`config.mk`:
```
export PLATFORM = sky130hd
export DESIGN_NAME = requant_top
export DESIGN_NICKNAME = d
export VERILOG_FILES = /design/src/design/requant_pkg.sv /design/src/design/prefix_adder.sv /design/src/design/dither_source.sv /design/src/design/requant_stage.sv /design/src/design/increment_stage.sv /design/src/design/requant_top.sv
export VERILOG_INCLUDE_DIRS = /design/src /design/src/include
export SDC_FILE = /design/constraint.sdc
export NUM_CORES = 1
export LEC_CHECK = 0
export BUFFER_PORTS_ARGS = -buffer_cell sky130_fd_sc_hd__buf_2
export CORE_ASPECT_RATIO = 0.7
export CORE_MARGIN = 5
export CORE_UTILIZATION = 62
export DETAILED_ROUTE_END_ITERATION = 7
export GPL_ROUTABILITY_DRIVEN = 0
export PLACE_DENSITY = 0.84
export SYNTH_ARGS = -nofsm -noshare
export SYNTH_HDL_FRONTEND = slang
export SYNTH_HIERARCHICAL = 1
export SYNTH_SLANG_ARGS = --single-unit
```
`constraint.sdc`:
```
create_clock -name clk -period 4.2 [get_ports clk]
set_input_delay 0.42 -clock clk [delete_from_list [all_inputs] [get_ports clk]]
set_output_delay 0.42 -clock clk [all_outputs]
set_load 0.01 [all_outputs]
```
`src/include/requant_settings.svh`:
```
// Requantizer widths and dither constants
`ifndef REQUANT_SETTINGS_SVH
`define REQUANT_SETTINGS_SVH

// Sample widths. The dropped field is what lies between them.
`define REQUANT_IN_W   20
`define REQUANT_OUT_W  16
`define REQUANT_DROP_W 4

// Galois LFSR used as the dither threshold source.
`define DITHER_LFSR_W  16
`define DITHER_SEED    16'hACE1
`define DITHER_TAPS    16'hB400

`endif

```
`src/design/requant_pkg.sv`:
```
// Requantizer shared types
package requant_pkg;

    // Rounding rule, chosen per sample. Encoding 3 behaves as truncate.
    typedef enum logic [1:0] {
        MODE_TRUNCATE = 2'd0,
        MODE_ROUND    = 2'd1,
        MODE_DITHER   = 2'd2
    } requant_mode_t;

endpackage

```
`src/design/prefix_adder.sv`:
```
// Kogge-Stone prefix adder
`timescale 1ns/1ps

module prefix_adder #(
    parameter int WIDTH = 16
) (
    input  logic [WIDTH-1:0] a,
    input  logic [WIDTH-1:0] b,
    output logic [WIDTH-1:0] sum,
    output logic             carry_out
);

    localparam int LEVELS = $clog2(WIDTH);

    // Group generate and propagate after each combining level.
    logic [WIDTH-1:0] g_lvl [0:LEVELS];
    logic [WIDTH-1:0] p_lvl [0:LEVELS-1];
    logic [WIDTH-1:0] carry;

    assign g_lvl[0] = a & b;
    assign p_lvl[0] = a ^ b;

    genvar lvl;
    genvar bit_idx;
    generate
        for (lvl = 1; lvl <= LEVELS; lvl++) begin : g_level
            localparam int DIST = 1 << (lvl - 1);
            for (bit_idx = 0; bit_idx < WIDTH; bit_idx++) begin : g_bit
                if (bit_idx >= DIST) begin : g_combine
                    assign g_lvl[lvl][bit_idx] = g_lvl[lvl-1][bit_idx] |
                        (p_lvl[lvl-1][bit_idx] & g_lvl[lvl-1][bit_idx-DIST]);
                end else begin : g_pass
                    assign g_lvl[lvl][bit_idx] = g_lvl[lvl-1][bit_idx];
                end
                // The last level only needs generate, so propagate stops one short.
                if (lvl < LEVELS) begin : g_prop
                    if (bit_idx >= DIST) begin : g_prop_combine
                        assign p_lvl[lvl][bit_idx] = p_lvl[lvl-1][bit_idx] &
                            p_lvl[lvl-1][bit_idx-DIST];
                    end else begin : g_prop_pass
                        assign p_lvl[lvl][bit_idx] = p_lvl[lvl-1][bit_idx];
                    end
                end
            end
        end
    endgenerate

    // Carry into bit i is the prefix generate of bits i-1 down to 0.
    generate
        if (WIDTH > 1) begin : g_carry_wide
            assign carry = {g_lvl[LEVELS][WIDTH-2:0], 1'b0};
        end else begin : g_carry_narrow
            assign carry = 1'b0;
        end
    endgenerate

    assign sum       = p_lvl[0] ^ carry;
    assign carry_out = g_lvl[LEVELS][WIDTH-1];

endmodule

```
`src/design/dither_source.sv`:
```
// Dither source and input stage
`timescale 1ns/1ps
`include "requant_settings.svh"

module dither_source (
    input  logic                          clk,
    input  logic                          reset,
    input  logic                          in_valid,
    input  logic [`REQUANT_IN_W-1:0]      in_sample,
    input  requant_pkg::requant_mode_t    in_mode,
    output logic                          s1_valid,
    output logic [`REQUANT_IN_W-1:0]      s1_sample,
    output requant_pkg::requant_mode_t    s1_mode,
    output logic [`REQUANT_DROP_W-1:0]    s1_dither
);

    logic [`DITHER_LFSR_W-1:0] lfsr;
    logic [`DITHER_LFSR_W-1:0] lfsr_next;

    // One Galois step shifts right, then folds in the taps if a one fell out.
    assign lfsr_next = (lfsr >> 1) ^ (lfsr[0] ? `DITHER_TAPS : '0);

    always_ff @(posedge clk) begin
        if (reset) begin
            s1_valid <= 1'b0;
            lfsr     <= `DITHER_SEED;
        end else begin
            s1_valid <= in_valid;
            // Gap cycles leave the sequence where it is.
            if (in_valid) begin
                lfsr <= lfsr_next;
            end
        end
    end

    // The threshold is taken from the state before this sample's step.
    always_ff @(posedge clk) begin
        if (in_valid) begin
            s1_sample <= in_sample;
            s1_mode   <= in_mode;
            s1_dither <= lfsr[`REQUANT_DROP_W-1:0];
        end
    end

endmodule

```
`src/design/requant_stage.sv`:
```
// Rounding decision stage
`timescale 1ns/1ps
`include "requant_settings.svh"

module requant_stage (
    input  logic                          clk,
    input  logic                          reset,
    input  logic                          s1_valid,
    input  logic [`REQUANT_IN_W-1:0]      s1_sample,
    input  requant_pkg::requant_mode_t    s1_mode,
    input  logic [`REQUANT_DROP_W-1:0]    s1_dither,
    output logic                          s2_valid,
    output logic [`REQUANT_OUT_W-1:0]     s2_kept,
    output logic                          s2_round_up
);

    localparam logic [`REQUANT_DROP_W-1:0] HALF_STEP = 1'b1 << (`REQUANT_DROP_W - 1);

    logic [`REQUANT_OUT_W-1:0]  kept;
    logic [`REQUANT_DROP_W-1:0] dropped;
    logic                       round_up;

    assign kept    = s1_sample[`REQUANT_IN_W-1:`REQUANT_DROP_W];
    assign dropped = s1_sample[`REQUANT_DROP_W-1:0];

    always_comb begin
        case (s1_mode)
            requant_pkg::MODE_ROUND:  round_up = (dropped >= HALF_STEP);
            // Round up only when the dropped bits beat the random threshold.
            requant_pkg::MODE_DITHER: round_up = (dropped > s1_dither);
            default:                  round_up = 1'b0;
        endcase
    end

    always_ff @(posedge clk) begin
        if (reset) begin
            s2_valid <= 1'b0;
        end else begin
            s2_valid <= s1_valid;
        end
    end

    always_ff @(posedge clk) begin
        if (s1_valid) begin
            s2_kept     <= kept;
            s2_round_up <= round_up;
        end
    end

endmodule

```
`src/design/increment_stage.sv`:
```
// Round-up increment and saturation stage
`timescale 1ns/1ps
`include "requant_settings.svh"

module increment_stage (
    input  logic                      clk,
    input  logic                      reset,
    input  logic                      s2_valid,
    input  logic [`REQUANT_OUT_W-1:0] s2_kept,
    input  logic                      s2_round_up,
    output logic                      out_valid,
    output logic [`REQUANT_OUT_W-1:0] out_sample
);

    logic [`REQUANT_OUT_W-1:0] sum;
    logic                      carry;

    prefix_adder #(
        .WIDTH(`REQUANT_OUT_W)
    ) u_adder (
        .a         (s2_kept),
        .b         ({{(`REQUANT_OUT_W-1){1'b0}}, s2_round_up}),
        .sum       (sum),
        .carry_out (carry)
    );

    always_ff @(posedge clk) begin
        if (reset) begin
            out_valid <= 1'b0;
        end else begin
            out_valid <= s2_valid;
        end
    end

    // A carry means the sum wrapped past full scale, so clamp it.
    always_ff @(posedge clk) begin
        if (s2_valid) begin
            out_sample <= carry ? '1 : sum;
        end
    end

endmodule

```
`src/design/requant_top.sv`:
```
// Requantizer top level
`timescale 1ns/1ps
`include "requant_settings.svh"

module requant_top (
    input  logic                          clk,
    input  logic                          reset,
    input  logic                          in_valid,
    input  logic [`REQUANT_IN_W-1:0]      in_sample,
    input  requant_pkg::requant_mode_t    in_mode,
    output logic                          out_valid,
    output logic [`REQUANT_OUT_W-1:0]     out_sample
);

    logic                          s1_valid;
    logic [`REQUANT_IN_W-1:0]      s1_sample;
    requant_pkg::requant_mode_t    s1_mode;
    logic [`REQUANT_DROP_W-1:0]    s1_dither;

    logic                          s2_valid;
    logic [`REQUANT_OUT_W-1:0]     s2_kept;
    logic                          s2_round_up;

    dither_source u_dither_source (
        .clk       (clk),
        .reset     (reset),
        .in_valid  (in_valid),
        .in_sample (in_sample),
        .in_mode   (in_mode),
        .s1_valid  (s1_valid),
        .s1_sample (s1_sample),
        .s1_mode   (s1_mode),
        .s1_dither (s1_dither)
    );

    requant_stage u_requant_stage (
        .clk         (clk),
        .reset       (reset),
        .s1_valid    (s1_valid),
        .s1_sample   (s1_sample),
        .s1_mode     (s1_mode),
        .s1_dither   (s1_dither),
        .s2_valid    (s2_valid),
        .s2_kept     (s2_kept),
        .s2_round_up (s2_round_up)
    );

    increment_stage u_increment_stage (
        .clk         (clk),
        .reset       (reset),
        .s2_valid    (s2_valid),
        .s2_kept     (s2_kept),
        .s2_round_up (s2_round_up),
        .out_valid   (out_valid),
        .out_sample  (out_sample)
    );

endmodule

```
==> run_results.csv, run 1 <==
group,metric,value,unit
run_status,status,"completed",
synthesis,syn_avg_cell_area,13.5,sq um
synthesis,synthMostInstantiatedCell,"edfxtp_1",
routing,firstDrtPassIters,5,
placement,dp_hpwl,3870,microns
grt,antenna_found_initial,0,
setup_path,crit_type,"flip-flop to flip-flop",
sta,holdWs,0.232,ns
grt,grtUsageTotal,17.7,%
clocking,cts_buffer_depth,2,
power_and_ir_drop,powerDensity,470,nW/um^2
routing,wl_per_cell,14.6,microns
routing,via_per_inst,5.30,
sta,period_minus_slack,2.86,ns
grt,grt_pass1_vias,2057,
clocking,cts_root_buf,"clkbuf_8",
synthesis,ys.warnings.count,6,
sta,slew_headroom,32.3,%
setup_path,crit_path_end_kind,"flip-flop",
floorplanning,start_util,65.5,%
placement,dp_cells,383,
routing,vias,2114,
finish,syn_to_final_growth,16.2,%
clocking,post-cts-setup-buffers,0,
sta,timing.final.ws_setup,1.34,ns
grt,grt_pass1_wl,9740,microns
floorplanning,fp-row-count,22,
grt,grt_max_degree,51,
sta,rsz0062_at_grt,"no",
routing,ant_nets,0,
synthesis,synth-main-ff-cell,"edfxtp_1",
sta,tightest_slew,1.02,ns
floorplanning,io_pins,42,
setup_path,crit_arrival,2.97,ns
sta,clock.fmax,350,MHz
setup_path,crit_required,4.31,ns
clocking,cts.sinks,78,
synthesis,synth_common_cells,"edfxtp_1, ha_1, dfxtp_1, a21oi_1, or2_1",
power_and_ir_drop,p_leak,1.64,nW
floorplanning,die_area,7300,sq um
setup_path,worstSetupStartpointType,"flip-flop",
floorplanning,die_y,73.0,microns
sta,finalMaxSlewViolations,0,
sta,finalHoldViolCount,0,
routing,wl,5830,microns
clocking,cts-resized-gates,0,
routing,drc,0,
clocking,cts_tree,"done",
synthesis,synth.distinct_cells,49,
finish,diodes,0,
synthesis,synth_edf_count,59,
finish,fin_cells,399,
clocking,cts_buffers,9,
run,maxCapViolations,0,
routing,drtIter0Drc,187,
power_and_ir_drop,finalPower,1.92,mW
floorplanning,core_area,5370,sq um
clocking,htree_levels,3,
clocking,holdBufCountCts,0,
synthesis,async_flop_share,0,%
power_and_ir_drop,max-vdd-ir-drop,0.314,mV
synthesis,syn_inst,260,
synthesis,ys_top_cells_by_area,"edfxtp_1, dfxtp_1, ha_1",
synthesis,ys_seq_area_share,61.2,%
finish,drive_gt1_share,21.4,%
placement,port-buffer-count,41,
synthesis,yosys.area.top_type,"edfxtp_1",
synthesis,syn_area,3510,sq um
sta,clock_skew,0.0157,ns
setup_path,critPathMaxFanout,16,
synthesis,ys_ff_latch,78,
sta,fin_crit_sh,68.0,%
clocking,clkTransAtPathRegs,0.09,ns
finish,final_nets,370,
grt,grt-ovfl-total,0,
setup_path,r2r_slack,1.34,ns
sta,setup_violations,0,
synthesis,synth.top_cell.area_share,50.4,%
finish,fill_cells,339,
placement,place_ws,1.42,ns
worst_hold_path,hold_path.class,"input pin to flip-flop",
floorplanning,die_x,100,microns
sta,tns,0,ns
clocking,clk_latency,0.36,ns
==> through the flow <==
step                      utilization [%]  area [sq um]
after detailed placement             71.0          3810
after CTS                            76.1          4080
after global routing                 76.1          4080
after global placement               71.0          3810
after floorplan                         -          3570
final                                76.1          4080
==> worst max-delay path, cell delays in order, from the launching register on <==
cell	delay, ns
edfxtp_1	0.38
ha_1	0.26
fa_1	0.42
a21oi_1	0.27
o211ai_1	0.16
nor3b_4	0.19
nor3b_2	0.28
a21oi_1	0.31
or2_1	0.34
==> logic make-up (layout without fill, tap and decap cells) <==
logic type                 count (synthesis)  count (layout)  synth area share [%]
DFF                                       78              78                  61.2
and+or+nand+nor                           67              67                  11.5
AOI/OAI and AO/OA                         55              55                  10.4
adders and majority gates                 23              23                  8.40
xor gates and xnor gates                  16              16                  3.99
buffers and inverters                     13              65                  2.35
muxes                                      7               7                  1.99
other                                      1              16                 0.107
==> placed cells by master, fill, tap and decap left out, types with 2 or more instances in the layout <==
cell type | synthesis | final
edfxtp_1 | 59 | 59
buf_2 | 1 | 41
ha_1 | 22 | 22
dfxtp_1 | 19 | 19
a21oi_1 | 18 | 18
or2_1 | 16 | 16
conb_1 | 1 | 16
nor2_1 | 14 | 14
o21ai_0 | 12 | 12
xnor2_1 | 11 | 11
clkbuf_8 | 0 | 9
nand2_1 | 9 | 9
inv_1 | 8 | 8
mux2i_1 | 7 | 7
a211o_1 | 6 | 6
nor2b_1 | 5 | 5
xor2_1 | 5 | 5
bufinv_16 | 0 | 4
nand3_1 | 4 | 4
and2b_2 | 3 | 3
a211oi_1 | 3 | 3
o211ai_1 | 3 | 3
nor3_1 | 2 | 2
a211oi_2 | 2 | 2
o21a_1 | 2 | 2
a21o_1 | 2 | 2
==> final timing paths <==
path         cells after the start                                to                         start
max                              8  u_increment_stage/out_sample[10]    u_requant_stage/s2_kept[0]
min                              1     u_dither_source/s1_sample[11]                 in_sample[11]
max reg2reg                      8  u_increment_stage/out_sample[10]    u_requant_stage/s2_kept[0]
min reg2reg                      0        u_requant_stage/s2_kept[0]  u_dither_source/s1_sample[4]
==> per-layer routing <==
| layer | up-vias | GRT usage, % | routed length, microns |
|---|---|---|---|
| met5 | - | 0 | 0 |
| li1 | 1068 | - | - |
| met1 | 965 | 23.2 | 2690 |
| met4 | 0 | 7.17 | 84 |
| met2 | 71 | 27.2 | 2590 |
| met3 | 10 | 6.11 | 462 |
==> sequential cells by signal, indices dropped and copies added, names as in the netlist <==
signal	cells
u_dither_source/s1_sample	20
u_dither_source/lfsr	16
u_increment_stage/out_sample	16
u_requant_stage/s2_kept	16
u_dither_source/s1_dither	4
u_dither_source/s1_mode	2
u_dither_source/s1_valid	1
u_increment_stage/out_valid	1
u_requant_stage/s2_round_up	1
u_requant_stage/s2_valid	1
==> cell type report <==
cell class                 count  area (sq um)  share of cell area, %
sequential                    78          2150                   52.7
multi-input combinational    184          1340                   32.7
timing repair buffer          41           205                   5.03
clock inverter                 7           145                   3.56
clock buffer                   9           124                   3.03
tap                           72          90.1                   2.21
inverter                       8          30.0                  0.736
==> where the power goes <==
group          leakage (nW)  total [mW]  switching, mW  internal (mW)
registers             0.718       0.921         0.0243          0.897
clock network         0.130       0.734          0.276          0.458
logic                 0.792       0.264          0.144          0.120
total                  1.64        1.92          0.444           1.47
Note: power is estimated with default switching activity, not from simulation.
==> run 2, diff against run 1 <==
ABC_AREA = 1   (was unset)
CORE_UTILIZATION = 58   (was 62)
PLACE_DENSITY = 0.79   (was 0.84)
clock period = 2.8 ns   (was 4.2 ns; I/O delays follow)
==> run_results.csv, run 2 <==
group,metric,value,unit
run_status,status,"completed",
setup_path,crit_arrival,2.24,ns
power_and_ir_drop,powerDensity,592,nW/um^2
placement,port-buffer-count,41,
synthesis,ys_top_cells_by_area,"edfxtp_1, nand2_1, dfxtp_1",
sta,finalHoldViolCount,0,
sta,slew_headroom,38.8,%
routing,vias,2505,
setup_path,crit_path_end_kind,"flip-flop",
clocking,cts_buffer_depth,2,
synthesis,syn_inst,388,
finish,diodes,0,
floorplanning,core_area,6280,sq um
finish,fill_cells,488,
clocking,clkTransAtPathRegs,0.08,ns
sta,finalMaxSlewViolations,0,
clocking,holdBufCountCts,0,
setup_path,slowest_stage,"fa_1",
synthesis,synth.top_cell.area_share,46.7,%
sta,rsz0062_at_grt,"no",
run,maxCapViolations,0,
power_and_ir_drop,finalPower,2.52,mW
sta,period_minus_slack,2.15,ns
synthesis,synth_common_cells,"nand2_1, inv_1, edfxtp_1, nor2_1, ha_1",
sta,timing.final.ws_setup,0.654,ns
setup_path,slowest_delay,0.40,ns
worst_hold_path,worstHoldPathCells,1,
floorplanning,die_area,8280,sq um
routing,firstDrtPassIters,4,
sta,fin_crit_sh,76.7,%
grt,grt_pass1_vias,2311,
setup_path,path_delay_family,"simple AND/OR/NAND/NOR gates",
power_and_ir_drop,max-vdd-ir-drop,0.397,mV
floorplanning,die_y,77.7,microns
synthesis,syn_avg_cell_area,9.77,sq um
floorplanning,fp-row-count,24,
synthesis,yosys.area.top_type,"edfxtp_1",
sta,setup_violations,0,
finish,final_nets,498,
synthesis,synth_edf_count,59,
synthesis,async_flop_share,0,%
synthesis,ys_ff_latch,78,
synthesis,synth.distinct_cells,33,
routing,via_per_inst,4.70,
routing,drc,0,
synthesis,synthMostInstantiatedCell,"nand2_1",
synthesis,syn_area,3790,sq um
placement,place_ws,0.682,ns
finish,final_cell_mix,"nand2_1, inv_1, edfxtp_1",
setup_path,crit_buf_inv,1,
clocking,htree_levels,3,
setup_path,critPathMaxFanout,16,
sta,tns,0,ns
sta,clock.fmax,466,MHz
clocking,clk_latency,0.35,ns
setup_path,r2r.worst_path.cells,11,
setup_path,crit_chain,"ha_1 -> fa_1 -> nand2_1 -> nand2_1 -> and2_4 -> nand3_2 -> nand3_2 -> nand2_1 -> nand2_1 -> inv_2 -> nand2_1",
setup_path,worstSetupStartpointType,"flip-flop",
routing,ant_nets,0,
routing,wl,5830,microns
finish,top_register,"u_dither_source/s1_sample",
floorplanning,die_x,107,microns
routing,wl_per_cell,10.9,microns
setup_path,crit_type,"flip-flop to flip-flop",
clocking,cts_buffers,9,
floorplanning,io_pins,42,
synthesis,ys_seq_area_share,56.7,%
setup_path,cp_num_cells,11,
power_and_ir_drop,p_leak,2.06,nW
setup_path,crit_required,2.89,ns
clocking,cts.sinks,78,
synthesis,synth-main-ff-cell,"edfxtp_1",
clocking,cts_tree,"done",
sta,clock_skew,0.00923,ns
floorplanning,start_util,60.4,%
grt,grt_max_degree,45,
worst_hold_path,hold_path.class,"input pin to flip-flop",
finish,largest_reg_flops,20,
placement,dp_hpwl,4380,microns
synthesis,ys.warnings.count,6,
finish,syn_to_final_growth,12.5,%
finish,drive_gt1_share,20.2,%
grt,grt_pass1_wl,9950,microns
grt,grt-ovfl-total,0,
grt,antenna_found_initial,0,
clocking,cts_root_buf,"clkbuf_8",
setup_path,path_common_cell,"nand2_1",
finish,final_common_cell,"nand2_1",
routing,drtIter0Drc,103,
grt,grtUsageTotal,15.4,%
clocking,post-cts-setup-buffers,0,
clocking,cts-resized-gates,0,
sta,tightest_slew,0.918,ns
run 2: metrics by stage:
stage | util [%] | cell area, sq um | hold WS [ns] | instances
4_1_cts | 68.0 | 4270 | 0.0766 | 533
3_5_place_dp | 65.2 | 4090 | 0.405 | 517
3_3_place_gp | 65.2 | 4090 | 0.403 | 517
6_report | 68.0 | 4270 | 0.0948 | 533
2_1_floorplan | - | 3850 | 0.352 | 403
5_1_grt | 68.0 | 4270 | 0.0661 | 533
run 2: layout make-up:
| type | count | area [sq um] | share of cell area (%) |
|---|---|---|---|
| clock buffer | 10 | 128 | 2.99 |
| clock inverter | 6 | 46.3 | 1.09 |
| inverter | 71 | 274 | 6.42 |
| multi-input combinational | 249 | 1360 | 31.9 |
| sequential | 78 | 2150 | 50.5 |
| tap | 78 | 97.6 | 2.29 |
| timing repair buffer | 41 | 205 | 4.81 |
run 2: power breakdown:
group	switching, mW	internal, mW
clock	0.397	0.328
combinational	0.262	0.160
sequential	0.0357	1.34
run 2: path summary, 6_finish.rpt:
check,start,to,slack [ns]
worst max register to register,u_requant_stage/s2_kept[0],u_increment_stage/out_sample[11],0.65
worst min-delay path,in_sample[1],u_dither_source/s1_sample[1],0.09
worst min register to register,u_dither_source/s1_sample[13],u_requant_stage/s2_kept[9],0.42
worst max-delay path,u_requant_stage/s2_kept[0],u_increment_stage/out_sample[11],0.65
run 2: routing by layer:
layer | vias to the layer above | global-route usage [%] | wire length (microns)
li1 | 1341 | - | -
met1 | 1097 | 19.7 | 2780
met2 | 61 | 24.1 | 2610
met3 | 6 | 5.22 | 371
met4 | 0 | 6.26 | 63
met5 | - | 0 | 0
run 2: kinds of logic after synthesis:
| kind of cell | after synthesis | synth area share, % |
|---|---|---|
| AO/OA/AOI/OAI | 26 | 4.26 |
| XOR/XNOR | 7 | 1.62 |
| adder cells (fa/ha/maj) | 23 | 7.79 |
| buffers and inverters | 76 | 8.81 |
| flip-flops | 78 | 56.7 |
| other | 1 | 0.0989 |
| AND/OR/NAND/NOR | 177 | 20.7 |
==> run 3, diff against run 2 <==
CORE_UTILIZATION = 53   (was 58)
PLACE_DENSITY = 0.76   (was 0.79)
clock period = 1.7 ns   (was 2.8 ns; I/O delays follow)
==> run_results.csv, run 3 (synthesis results as in run 2) <==
group,metric,value,unit
sta,fin_crit_sh,116,%
placement,port-buffer-count,41,
finish,final_common_cell,"nand2_1",
clocking,cts_root_buf,"clkbuf_8",
setup_path,r2r.worst_path.cells,11,
floorplanning,io_pins,42,
sta,setup_violations,16,
routing,wl,6600,microns
sta,period_minus_slack,1.97,ns
clocking,htree_levels,3,
finish,drive_gt1_share,24.6,%
setup_path,path_delay_family,"simple AND/OR/NAND/NOR gates",
sta,finalMaxSlewViolations,0,
power_and_ir_drop,finalPower,4.42,mW
clocking,cts_tree,"done",
power_and_ir_drop,max-vdd-ir-drop,0.781,mV
grt,grt_pass1_vias,2620,
finish,syn_to_final_growth,24.4,%
routing,drtIter0Drc,124,
finish,final_cell_mix,"nand2_1, inv_1, edfxtp_1",
sta,finalHoldViolCount,0,
routing,firstDrtPassIters,5,
sta,rsz0062_at_grt,"yes",
routing,via_per_inst,4.53,
run_status,failed_checks,"negative setup slack",
clocking,cts_buffer_depth,2,
finish,final_nets,538,
clocking,clkTransAtPathRegs,0.08,ns
placement,place_ws,-0.308,ns
floorplanning,die_x,111,microns
run_status,status,"finished with violations",
setup_path,cp_num_cells,11,
routing,drc,0,
setup_path,crit_chain,"ha_2 -> fa_2 -> nand2_2 -> nand2_2 -> and2_4 -> nand3_4 -> nand3_2 -> nand2_1 -> nand2_2 -> clkinvlp_4 -> nand2_1",
sta,clock.fmax,509,MHz
grt,grt-ovfl-total,0,
grt,grt_max_degree,45,
finish,largest_reg_flops,20,
clocking,cts.sinks,78,
setup_path,crit_buf_inv,1,
worst_hold_path,hold_path.class,"input pin to flip-flop",
run,maxCapViolations,0,
setup_path,crit_type,"flip-flop to flip-flop",
clocking,clk_latency,0.35,ns
setup_path,slowest_stage,"edfxtp_1",
setup_path,crit_path_end_kind,"flip-flop",
finish,diodes,0,
routing,ant_nets,0,
grt,grt_pass1_wl,11600,microns
floorplanning,start_util,55.4,%
worst_hold_path,worstHoldPathCells,2,
grt,antenna_found_initial,0,
sta,timing.final.ws_setup,-0.265,ns
grt,grtUsageTotal,16.6,%
clocking,cts_buffers,9,
setup_path,path_common_cell,"nand2_2",
floorplanning,fp-row-count,25,
floorplanning,die_area,8970,sq um
placement,dp_hpwl,4660,microns
setup_path,crit_required,1.81,ns
floorplanning,die_y,80.8,microns
power_and_ir_drop,powerDensity,937,nW/um^2
routing,vias,2671,
setup_path,critPathMaxFanout,8,
finish,top_register,"u_dither_source/s1_sample",
setup_path,worstSetupStartpointType,"flip-flop",
setup_path,slowest_delay,0.40,ns
power_and_ir_drop,p_leak,2.25,nW
setup_path,crit_arrival,2.08,ns
floorplanning,core_area,6850,sq um
routing,wl_per_cell,11.2,microns
sta,clock_skew,0.00819,ns
-- run 3: per-layer routing --
metal | track usage [%] | routed length, microns | up-vias
met3 | 5.36 | 352 | 16
met5 | 0 | 0 | -
met1 | 21.3 | 3160 | 1179
met2 | 25.7 | 2920 | 54
met4 | 8.51 | 165 | 0
li1 | - | - | 1422
-- run 3: worst paths after layout --
path / startpoint / to / slack, ns
worst max register to register: u_requant_stage/s2_kept[0] / u_increment_stage/out_sample[9] / -0.27
worst max-delay path: u_requant_stage/s2_kept[0] / u_increment_stage/out_sample[9] / -0.27
worst min-delay path: reset / u_requant_stage/s2_valid / 0.12
worst min register to register: u_dither_source/s1_sample[11] / u_requant_stage/s2_kept[7] / 0.42
-- run 3: stage by stage --
| stage | utilization [%] | setup TNS [ns] | instance area, sq um | cells | hold slack, ns |
|---|---|---|---|---|---|
| final | 68.9 | -3.97 | 4720 | 589 | 0.117 |
| after global routing | 68.9 | -5.58 | 4720 | 589 | 0.120 |
| after CTS | 68.6 | -3.66 | 4700 | 588 | 0.100 |
| after detailed placement | 62.0 | -4.53 | 4250 | 547 | 0.348 |
| after global placement | 62.0 | -3.52 | 4250 | 547 | 0.347 |
| after floorplan | - | -1.00 | 3870 | 403 | 0.242 |
-- run 3: area by class of cell --
class	instances	area, sq um
repair inverters	1	7.51
flip-flops and latches	78	2150
well taps	94	118
clock buffers	11	154
clock inverters	5	36.3
multi-input cells	249	1410
fillers	508	2130
inverters	71	277
repair buffers	80	566
-- run 3: report_power, final --
| part | switching (mW) | total, mW | leakage, nW | internal [mW] |
|---|---|---|---|---|
| clock | 0.677 | 1.31 | 0.104 | 0.638 |
| combinational | 0.493 | 0.849 | 1.43 | 0.356 |
| sequential | 0.0498 | 2.26 | 0.717 | 2.21 |
-- run 3: worst reg2reg max path: stages, from the launching register on --
cell and delay [ns]:
edfxtp_1 0.40, ha_2 0.20, fa_2 0.35, nand2_2 0.07
nand2_2 0.05, and2_4 0.15, nand3_4 0.06, nand3_2 0.07
nand2_1 0.07, nand2_2 0.09, clkinvlp_4 0.14, nand2_1 0.07
-- run 3: timing repair --
action	in CTS	in global routing
setup endpoints to repair	16	16
buffers inserted	2	1
hold buffers	22	0
gates cloned	1	0
resized for setup	6	4
endpoints found under the hold margin	22	0
pin swaps	4	6
